===== src/common/mem_params.svh =====
`ifndef MEM_PARAMS_SVH
`define MEM_PARAMS_SVH

// datapath widths
`define MEM_DW              32
`define MEM_LANES           4
`define REG_AW              5

// cp0 register numbers
`define CP0_STATUS_ADDR     5'd12
`define CP0_CAUSE_ADDR      5'd13

// exception flags from execute, one bit per source
`define EXC_FLAG_W          5
`define EXC_SYSCALL_BIT     0
`define EXC_INVALID_BIT     1
`define EXC_TRAP_BIT        2
`define EXC_OV_BIT          3
`define EXC_ERET_BIT        4

// status / cause fields
`define STATUS_IE_BIT       0
`define STATUS_EXL_BIT      1
`define IM_LSB              8   // IM in status, IP in cause
`define IM_MSB              15

`endif


===== src/common/mem_op_pkg.sv =====
`default_nettype none

`include "mem_params.svh"

package mem_op_pkg;

    // memory op codes as issued by execute
    typedef enum logic [7:0]
    {
        NOP = 8'b0000_0000,
        LB  = 8'b1110_0000,
        LBU = 8'b1110_0100,
        LH  = 8'b1110_0001,
        LHU = 8'b1110_0101,
        LW  = 8'b1110_0011,
        SB  = 8'b1110_1000,
        SH  = 8'b1110_1001,
        SW  = 8'b1110_1011,
        LL  = 8'b1111_0000,
        SC  = 8'b1111_1000
    } mem_op_e;

    // one data word, big endian
    // index 0 is the most significant byte / halfword
    typedef union packed
    {
        logic [0:`MEM_LANES-1][7:0]      bytes;
        logic [0:`MEM_LANES/2-1][15:0]   halves;
    } mem_word_u;

endpackage

`default_nettype wire


===== src/common/cp0_pkg.sv =====
`default_nettype none

`include "mem_params.svh"

package cp0_pkg;

    // exception codes handed to cp0 / ctrl
    typedef enum logic [`MEM_DW-1:0]
    {
        NONE    = 32'h0000_0000,
        INT     = 32'h0000_0001,
        SYSCALL = 32'h0000_0008,
        INVALID = 32'h0000_000a,
        OV      = 32'h0000_000c,
        TRAP    = 32'h0000_000d,
        ERET    = 32'h0000_000e
    } excep_code_e;

    typedef logic [`REG_AW-1:0] cp0_addr_t;   // cp0 register number

endpackage

`default_nettype wire


===== src/lsu/ram_request.sv =====
`timescale 1ns/1ps
`default_nettype none

`include "mem_params.svh"

module ram_request
(
    input  wire mem_op_pkg::mem_op_e    op_i,
    input  wire [`MEM_DW-1:0]           addr_i,
    input  wire [`MEM_DW-1:0]           reg2_i,
    input  wire                         sc_pass_i,
    input  wire                         excep_taken_i,

    output logic                        mem_ce_o,
    output logic                        mem_we_o,
    output logic [`MEM_DW-1:0]          mem_addr_o,
    output logic [`MEM_DW-1:0]          mem_data_o,
    output logic [`MEM_LANES-1:0]       mem_sel_o
);

    logic [`MEM_LANES-1:0]  byte_lane;
    logic [`MEM_LANES-1:0]  half_lane;
    logic                   we_raw;     // before exception cancel
    mem_op_pkg::mem_word_u  st_word;

    // ------------------------------------------------------------------------
    // lane selects, big endian: offset 0 hits the msb lane
    // ------------------------------------------------------------------------
    assign byte_lane = {1'b1, {(`MEM_LANES-1){1'b0}}} >> addr_i[1:0];
    assign half_lane = addr_i[1] ? 4'b0011 : 4'b1100;

    always_comb
    begin
        mem_ce_o   = 1'b0;
        we_raw     = 1'b0;
        mem_addr_o = '0;
        mem_sel_o  = '1;        // don't care on reads
        st_word    = '0;
        case (op_i)
            mem_op_pkg::LB, mem_op_pkg::LBU:
            begin
                mem_ce_o   = 1'b1;
                mem_addr_o = addr_i;
                mem_sel_o  = byte_lane;
            end
            mem_op_pkg::LH, mem_op_pkg::LHU:
            begin
                mem_ce_o   = 1'b1;
                mem_addr_o = addr_i;
                mem_sel_o  = half_lane;
            end
            mem_op_pkg::LW, mem_op_pkg::LL:
            begin
                mem_ce_o   = 1'b1;
                mem_addr_o = addr_i;
            end
            mem_op_pkg::SB:
            begin
                mem_ce_o      = 1'b1;
                we_raw        = 1'b1;
                mem_addr_o    = addr_i;
                mem_sel_o     = byte_lane;
                st_word.bytes = {`MEM_LANES{reg2_i[7:0]}};  // same byte on every lane
            end
            mem_op_pkg::SH:
            begin
                mem_ce_o       = 1'b1;
                we_raw         = 1'b1;
                mem_addr_o     = addr_i;
                mem_sel_o      = half_lane;
                st_word.halves = {(`MEM_LANES/2){reg2_i[15:0]}};
            end
            mem_op_pkg::SW:
            begin
                mem_ce_o   = 1'b1;
                we_raw     = 1'b1;
                mem_addr_o = addr_i;
                st_word    = reg2_i;
            end
            mem_op_pkg::SC:
            begin
                // failed sc never touches the ram
                if (sc_pass_i)
                begin
                    mem_ce_o   = 1'b1;
                    we_raw     = 1'b1;
                    mem_addr_o = addr_i;
                    st_word    = reg2_i;
                end
            end
            default:
            begin
            end
        endcase
    end

    assign mem_data_o = st_word;
    assign mem_we_o   = we_raw & ~excep_taken_i;   // exception cancels the write

endmodule

`default_nettype wire


===== src/lsu/load_align.sv =====
`timescale 1ns/1ps
`default_nettype none

`include "mem_params.svh"

module load_align
(
    input  wire mem_op_pkg::mem_op_e    op_i,
    input  wire [`MEM_DW-1:0]           addr_i,
    input  wire [`MEM_DW-1:0]           rdata_i,
    input  wire [`MEM_DW-1:0]           wdata_i,   // alu result for non-loads

    output logic [`MEM_DW-1:0]          load_wdata_o
);

    mem_op_pkg::mem_word_u  rword;
    logic [7:0]             ld_byte;
    logic [15:0]            ld_half;

    assign rword   = rdata_i;
    assign ld_byte = rword.bytes[addr_i[1:0]];
    assign ld_half = rword.halves[addr_i[1]];   // bit 0 assumed clear

    // ------------------------------------------------------------------------
    // extend to register width
    // ------------------------------------------------------------------------
    always_comb
    begin
        case (op_i)
            mem_op_pkg::LB:
                load_wdata_o = {{(`MEM_DW-8){ld_byte[7]}}, ld_byte};
            mem_op_pkg::LBU:
                load_wdata_o = {{(`MEM_DW-8){1'b0}}, ld_byte};
            mem_op_pkg::LH:
                load_wdata_o = {{(`MEM_DW-16){ld_half[15]}}, ld_half};
            mem_op_pkg::LHU:
                load_wdata_o = {{(`MEM_DW-16){1'b0}}, ld_half};
            mem_op_pkg::LW, mem_op_pkg::LL:
                load_wdata_o = rdata_i;             // whole word
            default:
                load_wdata_o = wdata_i;
        endcase
    end

endmodule

`default_nettype wire


===== src/excep/excep_arbiter.sv =====
`timescale 1ns/1ps
`default_nettype none

`include "mem_params.svh"

module excep_arbiter
(
    input  wire [`MEM_DW-1:0]           inst_addr_i,
    input  wire [`EXC_FLAG_W-1:0]       excep_flags_i,
    input  wire [`MEM_DW-1:0]           cp0_status_i,
    input  wire [`MEM_DW-1:0]           cp0_cause_i,
    input  wire                         wb_cp0_we_i,
    input  wire cp0_pkg::cp0_addr_t     wb_cp0_waddr_i,
    input  wire [`MEM_DW-1:0]           wb_cp0_wdata_i,

    output cp0_pkg::excep_code_e        excep_code_o,
    output logic                        excep_taken_o
);

    logic [`MEM_DW-1:0] status_fwd;
    logic [`MEM_DW-1:0] cause_fwd;
    logic               int_pending;
    logic               inst_valid;

    // ------------------------------------------------------------------------
    // cp0 forward from write-back
    // ------------------------------------------------------------------------
    assign status_fwd = (wb_cp0_we_i && wb_cp0_waddr_i == `CP0_STATUS_ADDR) ?
                        wb_cp0_wdata_i : cp0_status_i;

    always_comb
    begin
        cause_fwd = cp0_cause_i;
        if (wb_cp0_we_i && wb_cp0_waddr_i == `CP0_CAUSE_ADDR)
            cause_fwd[`IM_LSB+1:`IM_LSB] = wb_cp0_wdata_i[`IM_LSB+1:`IM_LSB]; // sw intr only
    end

    // ie set, not already in exception level, some unmasked line pending
    assign int_pending = status_fwd[`STATUS_IE_BIT] & ~status_fwd[`STATUS_EXL_BIT] &
                         (|(status_fwd[`IM_MSB:`IM_LSB] & cause_fwd[`IM_MSB:`IM_LSB]));

    assign inst_valid = (inst_addr_i != '0);   // zero means bubble / flushed

    // ------------------------------------------------------------------------
    // fixed priority
    // ------------------------------------------------------------------------
    always_comb
    begin
        excep_code_o = cp0_pkg::NONE;
        if (inst_valid)
        begin
            if (int_pending)
                excep_code_o = cp0_pkg::INT;
            else if (excep_flags_i[`EXC_TRAP_BIT])
                excep_code_o = cp0_pkg::TRAP;
            else if (excep_flags_i[`EXC_OV_BIT])
                excep_code_o = cp0_pkg::OV;
            else if (excep_flags_i[`EXC_SYSCALL_BIT])
                excep_code_o = cp0_pkg::SYSCALL;
            else if (excep_flags_i[`EXC_INVALID_BIT])
                excep_code_o = cp0_pkg::INVALID;
            else if (excep_flags_i[`EXC_ERET_BIT])
                excep_code_o = cp0_pkg::ERET;
        end
    end

    assign excep_taken_o = (excep_code_o != cp0_pkg::NONE);

endmodule

`default_nettype wire


===== src/logic/llsc_ctrl.sv =====
`timescale 1ns/1ps
`default_nettype none

`include "mem_params.svh"

module llsc_ctrl
(
    input  wire                         clk,
    input  wire                         rst_i,
    input  wire mem_op_pkg::mem_op_e    op_i,
    input  wire                         excep_taken_i,

    output logic                        sc_pass_o,
    output logic                        sc_sel_o,
    output logic [`MEM_DW-1:0]          sc_wdata_o
);

    logic link_q;   // set by ll, consumed by a passing sc

    // ------------------------------------------------------------------------
    // store-conditional decision
    // ------------------------------------------------------------------------
    assign sc_sel_o   = (op_i == mem_op_pkg::SC);
    assign sc_pass_o  = sc_sel_o & link_q;
    assign sc_wdata_o = {{(`MEM_DW-1){1'b0}}, sc_pass_o};   // 1 = success, 0 = fail

    // ------------------------------------------------------------------------
    // link bit
    // ------------------------------------------------------------------------
    always_ff @(posedge clk)
    begin
        if (rst_i)
        begin
            link_q <= 1'b0;
        end
        else if (excep_taken_i)
        begin
            // any exception breaks the atomic sequence
            link_q <= 1'b0;
        end
        else if (op_i == mem_op_pkg::LL)
        begin
            link_q <= 1'b1;
        end
        else if (sc_pass_o)
        begin
            link_q <= 1'b0;
        end
    end

endmodule

`default_nettype wire


===== src/logic/mem_wb_reg.sv =====
`timescale 1ns/1ps
`default_nettype none

`include "mem_params.svh"

module mem_wb_reg
(
    input  wire                         clk,
    input  wire                         rst_i,
    input  wire [`REG_AW-1:0]           wd_i,
    input  wire                         wreg_i,
    input  wire [`MEM_DW-1:0]           load_wdata_i,
    input  wire                         sc_sel_i,
    input  wire [`MEM_DW-1:0]           sc_wdata_i,
    input  wire                         excep_taken_i,

    output logic [`REG_AW-1:0]          wb_wd_o,
    output logic                        wb_wreg_o,
    output logic [`MEM_DW-1:0]          wb_wdata_o
);

    logic [`MEM_DW-1:0] wdata_nxt;

    // sc writes its status flag instead of ram data
    assign wdata_nxt = sc_sel_i ? sc_wdata_i : load_wdata_i;

    always_ff @(posedge clk)
    begin
        if (rst_i || excep_taken_i)
        begin
            wb_wreg_o  <= 1'b0;     // flushed slot
            wb_wdata_o <= '0;
        end
        else
        begin
            wb_wreg_o  <= wreg_i;
            wb_wdata_o <= wdata_nxt;
        end
    end

    always_ff @(posedge clk)
    begin
        wb_wd_o <= wd_i;
    end

endmodule

`default_nettype wire


===== src/logic/mem_stage.sv =====
`timescale 1ns/1ps
`default_nettype none

`include "mem_params.svh"

module mem_stage
(
    input  wire                         clk,
    input  wire                         rst_i,
    input  wire [`MEM_DW-1:0]           inst_addr_i,
    input  wire mem_op_pkg::mem_op_e    aluop_i,
    input  wire [`MEM_DW-1:0]           mem_addr_i,
    input  wire [`MEM_DW-1:0]           reg2_i,
    input  wire [`MEM_DW-1:0]           wdata_i,
    input  wire [`REG_AW-1:0]           wd_i,
    input  wire                         wreg_i,
    input  wire [`EXC_FLAG_W-1:0]       excep_flags_i,
    input  wire [`MEM_DW-1:0]           cp0_status_i,
    input  wire [`MEM_DW-1:0]           cp0_cause_i,
    input  wire                         wb_cp0_we_i,
    input  wire cp0_pkg::cp0_addr_t     wb_cp0_waddr_i,
    input  wire [`MEM_DW-1:0]           wb_cp0_wdata_i,
    input  wire [`MEM_DW-1:0]           mem_data_i,

    // data ram
    output logic                        mem_ce_o,
    output logic                        mem_we_o,
    output logic [`MEM_DW-1:0]          mem_addr_o,
    output logic [`MEM_DW-1:0]          mem_data_o,
    output logic [`MEM_LANES-1:0]       mem_sel_o,
    // to cp0 / ctrl
    output cp0_pkg::excep_code_e        excep_code_o,
    // write-back
    output logic [`REG_AW-1:0]          wb_wd_o,
    output logic                        wb_wreg_o,
    output logic [`MEM_DW-1:0]          wb_wdata_o
);

    logic               excep_taken;
    logic               sc_pass;
    logic               sc_sel;
    logic [`MEM_DW-1:0] sc_wdata;
    logic [`MEM_DW-1:0] load_wdata;

    // ------------------------------------------------------------------------
    // exception arbitration
    // ------------------------------------------------------------------------
    excep_arbiter u_excep_arbiter
    (
        .inst_addr_i    (inst_addr_i),
        .excep_flags_i  (excep_flags_i),
        .cp0_status_i   (cp0_status_i),
        .cp0_cause_i    (cp0_cause_i),
        .wb_cp0_we_i    (wb_cp0_we_i),
        .wb_cp0_waddr_i (wb_cp0_waddr_i),
        .wb_cp0_wdata_i (wb_cp0_wdata_i),
        .excep_code_o   (excep_code_o),
        .excep_taken_o  (excep_taken)
    );

    llsc_ctrl u_llsc_ctrl
    (
        .clk            (clk),
        .rst_i          (rst_i),
        .op_i           (aluop_i),
        .excep_taken_i  (excep_taken),
        .sc_pass_o      (sc_pass),
        .sc_sel_o       (sc_sel),
        .sc_wdata_o     (sc_wdata)
    );

    // ------------------------------------------------------------------------
    // load / store unit
    // ------------------------------------------------------------------------
    ram_request u_ram_request
    (
        .op_i           (aluop_i),
        .addr_i         (mem_addr_i),
        .reg2_i         (reg2_i),
        .sc_pass_i      (sc_pass),
        .excep_taken_i  (excep_taken),
        .mem_ce_o       (mem_ce_o),
        .mem_we_o       (mem_we_o),
        .mem_addr_o     (mem_addr_o),
        .mem_data_o     (mem_data_o),
        .mem_sel_o      (mem_sel_o)
    );

    load_align u_load_align
    (
        .op_i           (aluop_i),
        .addr_i         (mem_addr_i),
        .rdata_i        (mem_data_i),      // ram answers in the same cycle
        .wdata_i        (wdata_i),
        .load_wdata_o   (load_wdata)
    );

    mem_wb_reg u_mem_wb_reg
    (
        .clk            (clk),
        .rst_i          (rst_i),
        .wd_i           (wd_i),
        .wreg_i         (wreg_i),
        .load_wdata_i   (load_wdata),
        .sc_sel_i       (sc_sel),
        .sc_wdata_i     (sc_wdata),
        .excep_taken_i  (excep_taken),
        .wb_wd_o        (wb_wd_o),
        .wb_wreg_o      (wb_wreg_o),
        .wb_wdata_o     (wb_wdata_o)
    );

endmodule

`default_nettype wire


===== config.mk =====
export PLATFORM = sky130hd
export DESIGN_NAME = mem_stage
export DESIGN_NICKNAME = d
export VERILOG_FILES = /design/src/common/mem_op_pkg.sv /design/src/common/cp0_pkg.sv /design/src/lsu/ram_request.sv /design/src/lsu/load_align.sv /design/src/excep/excep_arbiter.sv /design/src/logic/llsc_ctrl.sv /design/src/logic/mem_wb_reg.sv /design/src/logic/mem_stage.sv
export VERILOG_INCLUDE_DIRS = /design/src /design/src/common
export SDC_FILE = /design/constraint.sdc
export NUM_CORES = 1
export LEC_CHECK = 0
export BUFFER_PORTS_ARGS = -buffer_cell sky130_fd_sc_hd__buf_2
export CAP_MARGIN = 40
export CORE_AREA = 10 10 155 157
export CTS_CLUSTER_DIAMETER = 40
export CTS_CLUSTER_SIZE = 8
export DETAILED_ROUTE_END_ITERATION = 10
export DIE_AREA = 0 0 165 167
export GPL_TIMING_DRIVEN = 0
export SLEW_MARGIN = 40
export SYNTH_ARGS = -nofsm -noshare
export SYNTH_HDL_FRONTEND = slang
export SYNTH_HIERARCHICAL = 1
export SYNTH_SLANG_ARGS = --single-unit

===== constraint.sdc =====
create_clock -name clk -period 3.43 [get_ports clk]
set_input_delay 0.8575 -clock clk [delete_from_list [all_inputs] [get_ports clk]]
set_output_delay 0.8575 -clock clk [all_outputs]
set_load 0.02 [all_outputs]

==> summary.txt <==
Timing
  • Setup TNS: -1.49 ns
  • Worst-Margin Slew: 0.754 ns
  • Crit share post-route: 1.08
  • F_max: 269 MHz
  • Slew margin rel.: 0.497
  • Worst setup margin: -0.281 ns
  • Clock skew: 0.00170 ns
  • Final setup vio count: 22
  • Final Slew Violations: 0
  • Unrepaired setup endpoints after global routing: true
  • Final Critical Period: 3.71 ns
  • Fin. Hold Viols: 0

Critical path
  • Worst flop-to-flop path startpoint: u_llsc_ctrl/link_q
  • Worst path most repeated cell: buf_6
  • WP data required: 2.57 ns
  • CP max FO: 8
  • Worst path buffer plus inverter count: 3
  • Setup crit start kind: input pin
  • Worst Reg-to-Reg Cells: 5
  • Crit path kind: input pin to output port
  • Critical path endpoint category: output port
  • WP depth: 10
  • Critical Path Source: wb_cp0_waddr_i[4]
  • Crit-path slowest cell: a221oi_4
  • CP arrival: 2.85 ns
  • Crit-path cells: buf_6, nor3b_2, and4b_1, buf_6, mux2_4, a221oi_4, a31oi_4, o21a_4, nor2b_4, buf_6
  • Crit path largest cell delay: 0.33 ns
  • CP delay by family, top: compound AO/OA/AOI/OAI gates

Logic synthesis
  • Seq cells post-synth: 39
  • Ys Warns: 6
  • Mapped Area: 4360 um2
  • Mapped Cells: 579
  • Avg Cell Area, Syn: 7.53 um2
  • Post-synth EDFFs: 0
  • Synth area leader: dfxtp_1
  • Post-synth cell types: 58
  • Synth top area share: 0.179
  • Register area share after synthesis: 0.179
  • FFs w/ async S/R, synth: 0
  • Ys flop type: dfxtp_1
  • Count leader, synth: nand2_1
  • Commonest cells in the netlist: 81 x nand2_1, 62 x buf_4, 49 x nor2_1, 39 x dfxtp_1, 39 x nand3_1
  • Largest cells by area after synthesis: dfxtp_1 18%, buf_4 11%, mux2i_1 8.7%

Die
  • # rows: 53
  • I/O Pins: 423
  • Starting Density: 0.209
  • Core footprint: 20800 um2
  • Die area: 27600 um2
  • Die Y: 167 um
  • Die W: 165 um

Outcome
  • Status: finished, violations left
  • Failing checks: negative setup slack

Final layout
  • Final std cells w/o fill: 1264
  • Filler cells: 2174
  • Final #Nets: 1269
  • Layout cells sized above 1: 0.566
  • Layout area overhead: 82.1%

Global routing
  • Vias in the first global route: 5864
  • Largest net degree at the start of global routing: 18
  • Initial antenna violation count: 5
  • GRT Total Usage: 0.165
  • GR Overflow Total: 0
  • First-pass GRT wire length: 35300 um

Routing
  • Remaining DRCs: 0
  • Via density: 4.62
  • Drt initial violations: 351
  • DRT antenna net count: 0
  • Wire per inst: 20.2 um
  • Final WL: 25500 um
  • Drt first pass iters: 5
  • Via Count: 5837

Clock network
  • Cts hold-fix bufs: 0
  • Num Clock Sinks: 39
  • H-tree depth: 2
  • Max Buffers Root-to-Sink: 2
  • Root Driver: clkbuf_16
  • CTS tree: done
  • Num CTS Buffers: 5
  • Skew-Pair Late Insertion Delay: 0.28 ns
  • Clock transition at path regs: 0.06 ns

Pwr
  • Worst VDD drop: 0.000199 V
  • Pwr Density: 199 nW/um2
  • Total Power: 1.58 mW
  • Leakage power: 3.58 nW

Hold path
  • Hold path depth: 3
  • Min-delay worst type: flip-flop to flip-flop
  • Min-delay src: u_llsc_ctrl/link_q

Placement
  • DP HPWL: 21000 um
  • DP Cell Count: 1237
  • Global placer's final weighted congestion: 0.892
  • IO buf count: 326

Flow run
  • Maxcap violations: 0
## layout make-up
class,count,area [um2],share of cell area
flip-flops and latches,39,781,0.0983
clock buffers,5,125,0.0158
repair buffers,342,2170,0.273
clock inverters,3,43.8,0.00552
well taps,275,344,0.0433
inverters,6,22.5,0.00284
diodes,2,5.00,0.000630
plain buffers,104,797,0.100
multi-input cells,488,3650,0.460
## report_power, final
group	leakage, nW	switching (mW)	internal, mW
clock network	0.0838	0.197	0.343
logic	3.18	0.306	0.279
registers	0.316	0.00117	0.458
total	3.58	0.504	1.08
## through the flow
stage	area [um2]	hold WS (ns)	setup slack (ns)	utilization
final	7940	0.600	-0.281	0.381
after global routing	7940	0.656	-0.384	0.381
after CTS	7010	0.599	-0.310	0.337
after detailed placement	6590	0.588	-0.594	0.316
after global placement	6580	0.574	-0.604	0.316
after floorplan	4610	0.555	-0.000884	-
## metal layers
metal / vias up / wire length, um / GRT usage
met1: 2681 / 8850 / 0.169
li1: 2803 / - / -
met4: 4 / 364 / 0.0312
met3: 24 / 3150 / 0.0715
met2: 325 / 13100 / 0.303
met5: - / 27 / 0
## worst register-to-register path: stages (launching register included)
cell     delay [ns]
dfxtp_1        0.31
and2_4         0.15
buf_6          0.11
buf_4          0.12
mux2i_1        0.12
nor2_1         0.08
## layout by cell type, fill, tap and decap left out, drive strengths merged, types with 20 or more instances in the layout
master / instances
buf: 428
nand2: 81
conb: 59
nor2: 49
nand3: 39
dfxtp: 39
mux2i: 38
a31oi: 34
o21ai: 31
a21oi: 24
clkbuf: 23
mux2: 20
## path summary, 6_finish.rpt
kind                           endpoint  slack [ns]
max                            mem_we_o       -0.28
min                  u_llsc_ctrl/link_q        0.60
max reg2reg  u_mem_wb_reg/wb_wdata_o[0]        2.43
min reg2reg          u_llsc_ctrl/link_q        0.60
## timing repair
item                                   in CTS  in global routing
pin swaps                                  11                 65
gates cloned                                1                  5
setup endpoints to repair                  70                 63
buffers inserted                            7                  4
endpoints found under the hold margin       0                  0
gates resized for setup                    47                222
## registers in the layout, indices dropped and copies added (netlist names)
name / flops
u_mem_wb_reg/wb_wreg_o: 1
u_llsc_ctrl/link_q: 1
u_mem_wb_reg/wb_wd_o: 5
u_mem_wb_reg/wb_wdata_o: 32
## kinds of logic (layout without fill, tap and decap cells)
kind of cell,count (synthesis),count (layout),share of synthesized area
flip-flops,39,39,0.179
other,2,61,0.00172
multiplexers,66,66,0.181
AND/OR/NAND/NOR,239,239,0.272
buffers and inverters,110,460,0.180
AO/OA/AOI/OAI,123,124,0.186
Power figures use the tool's default switching activity.
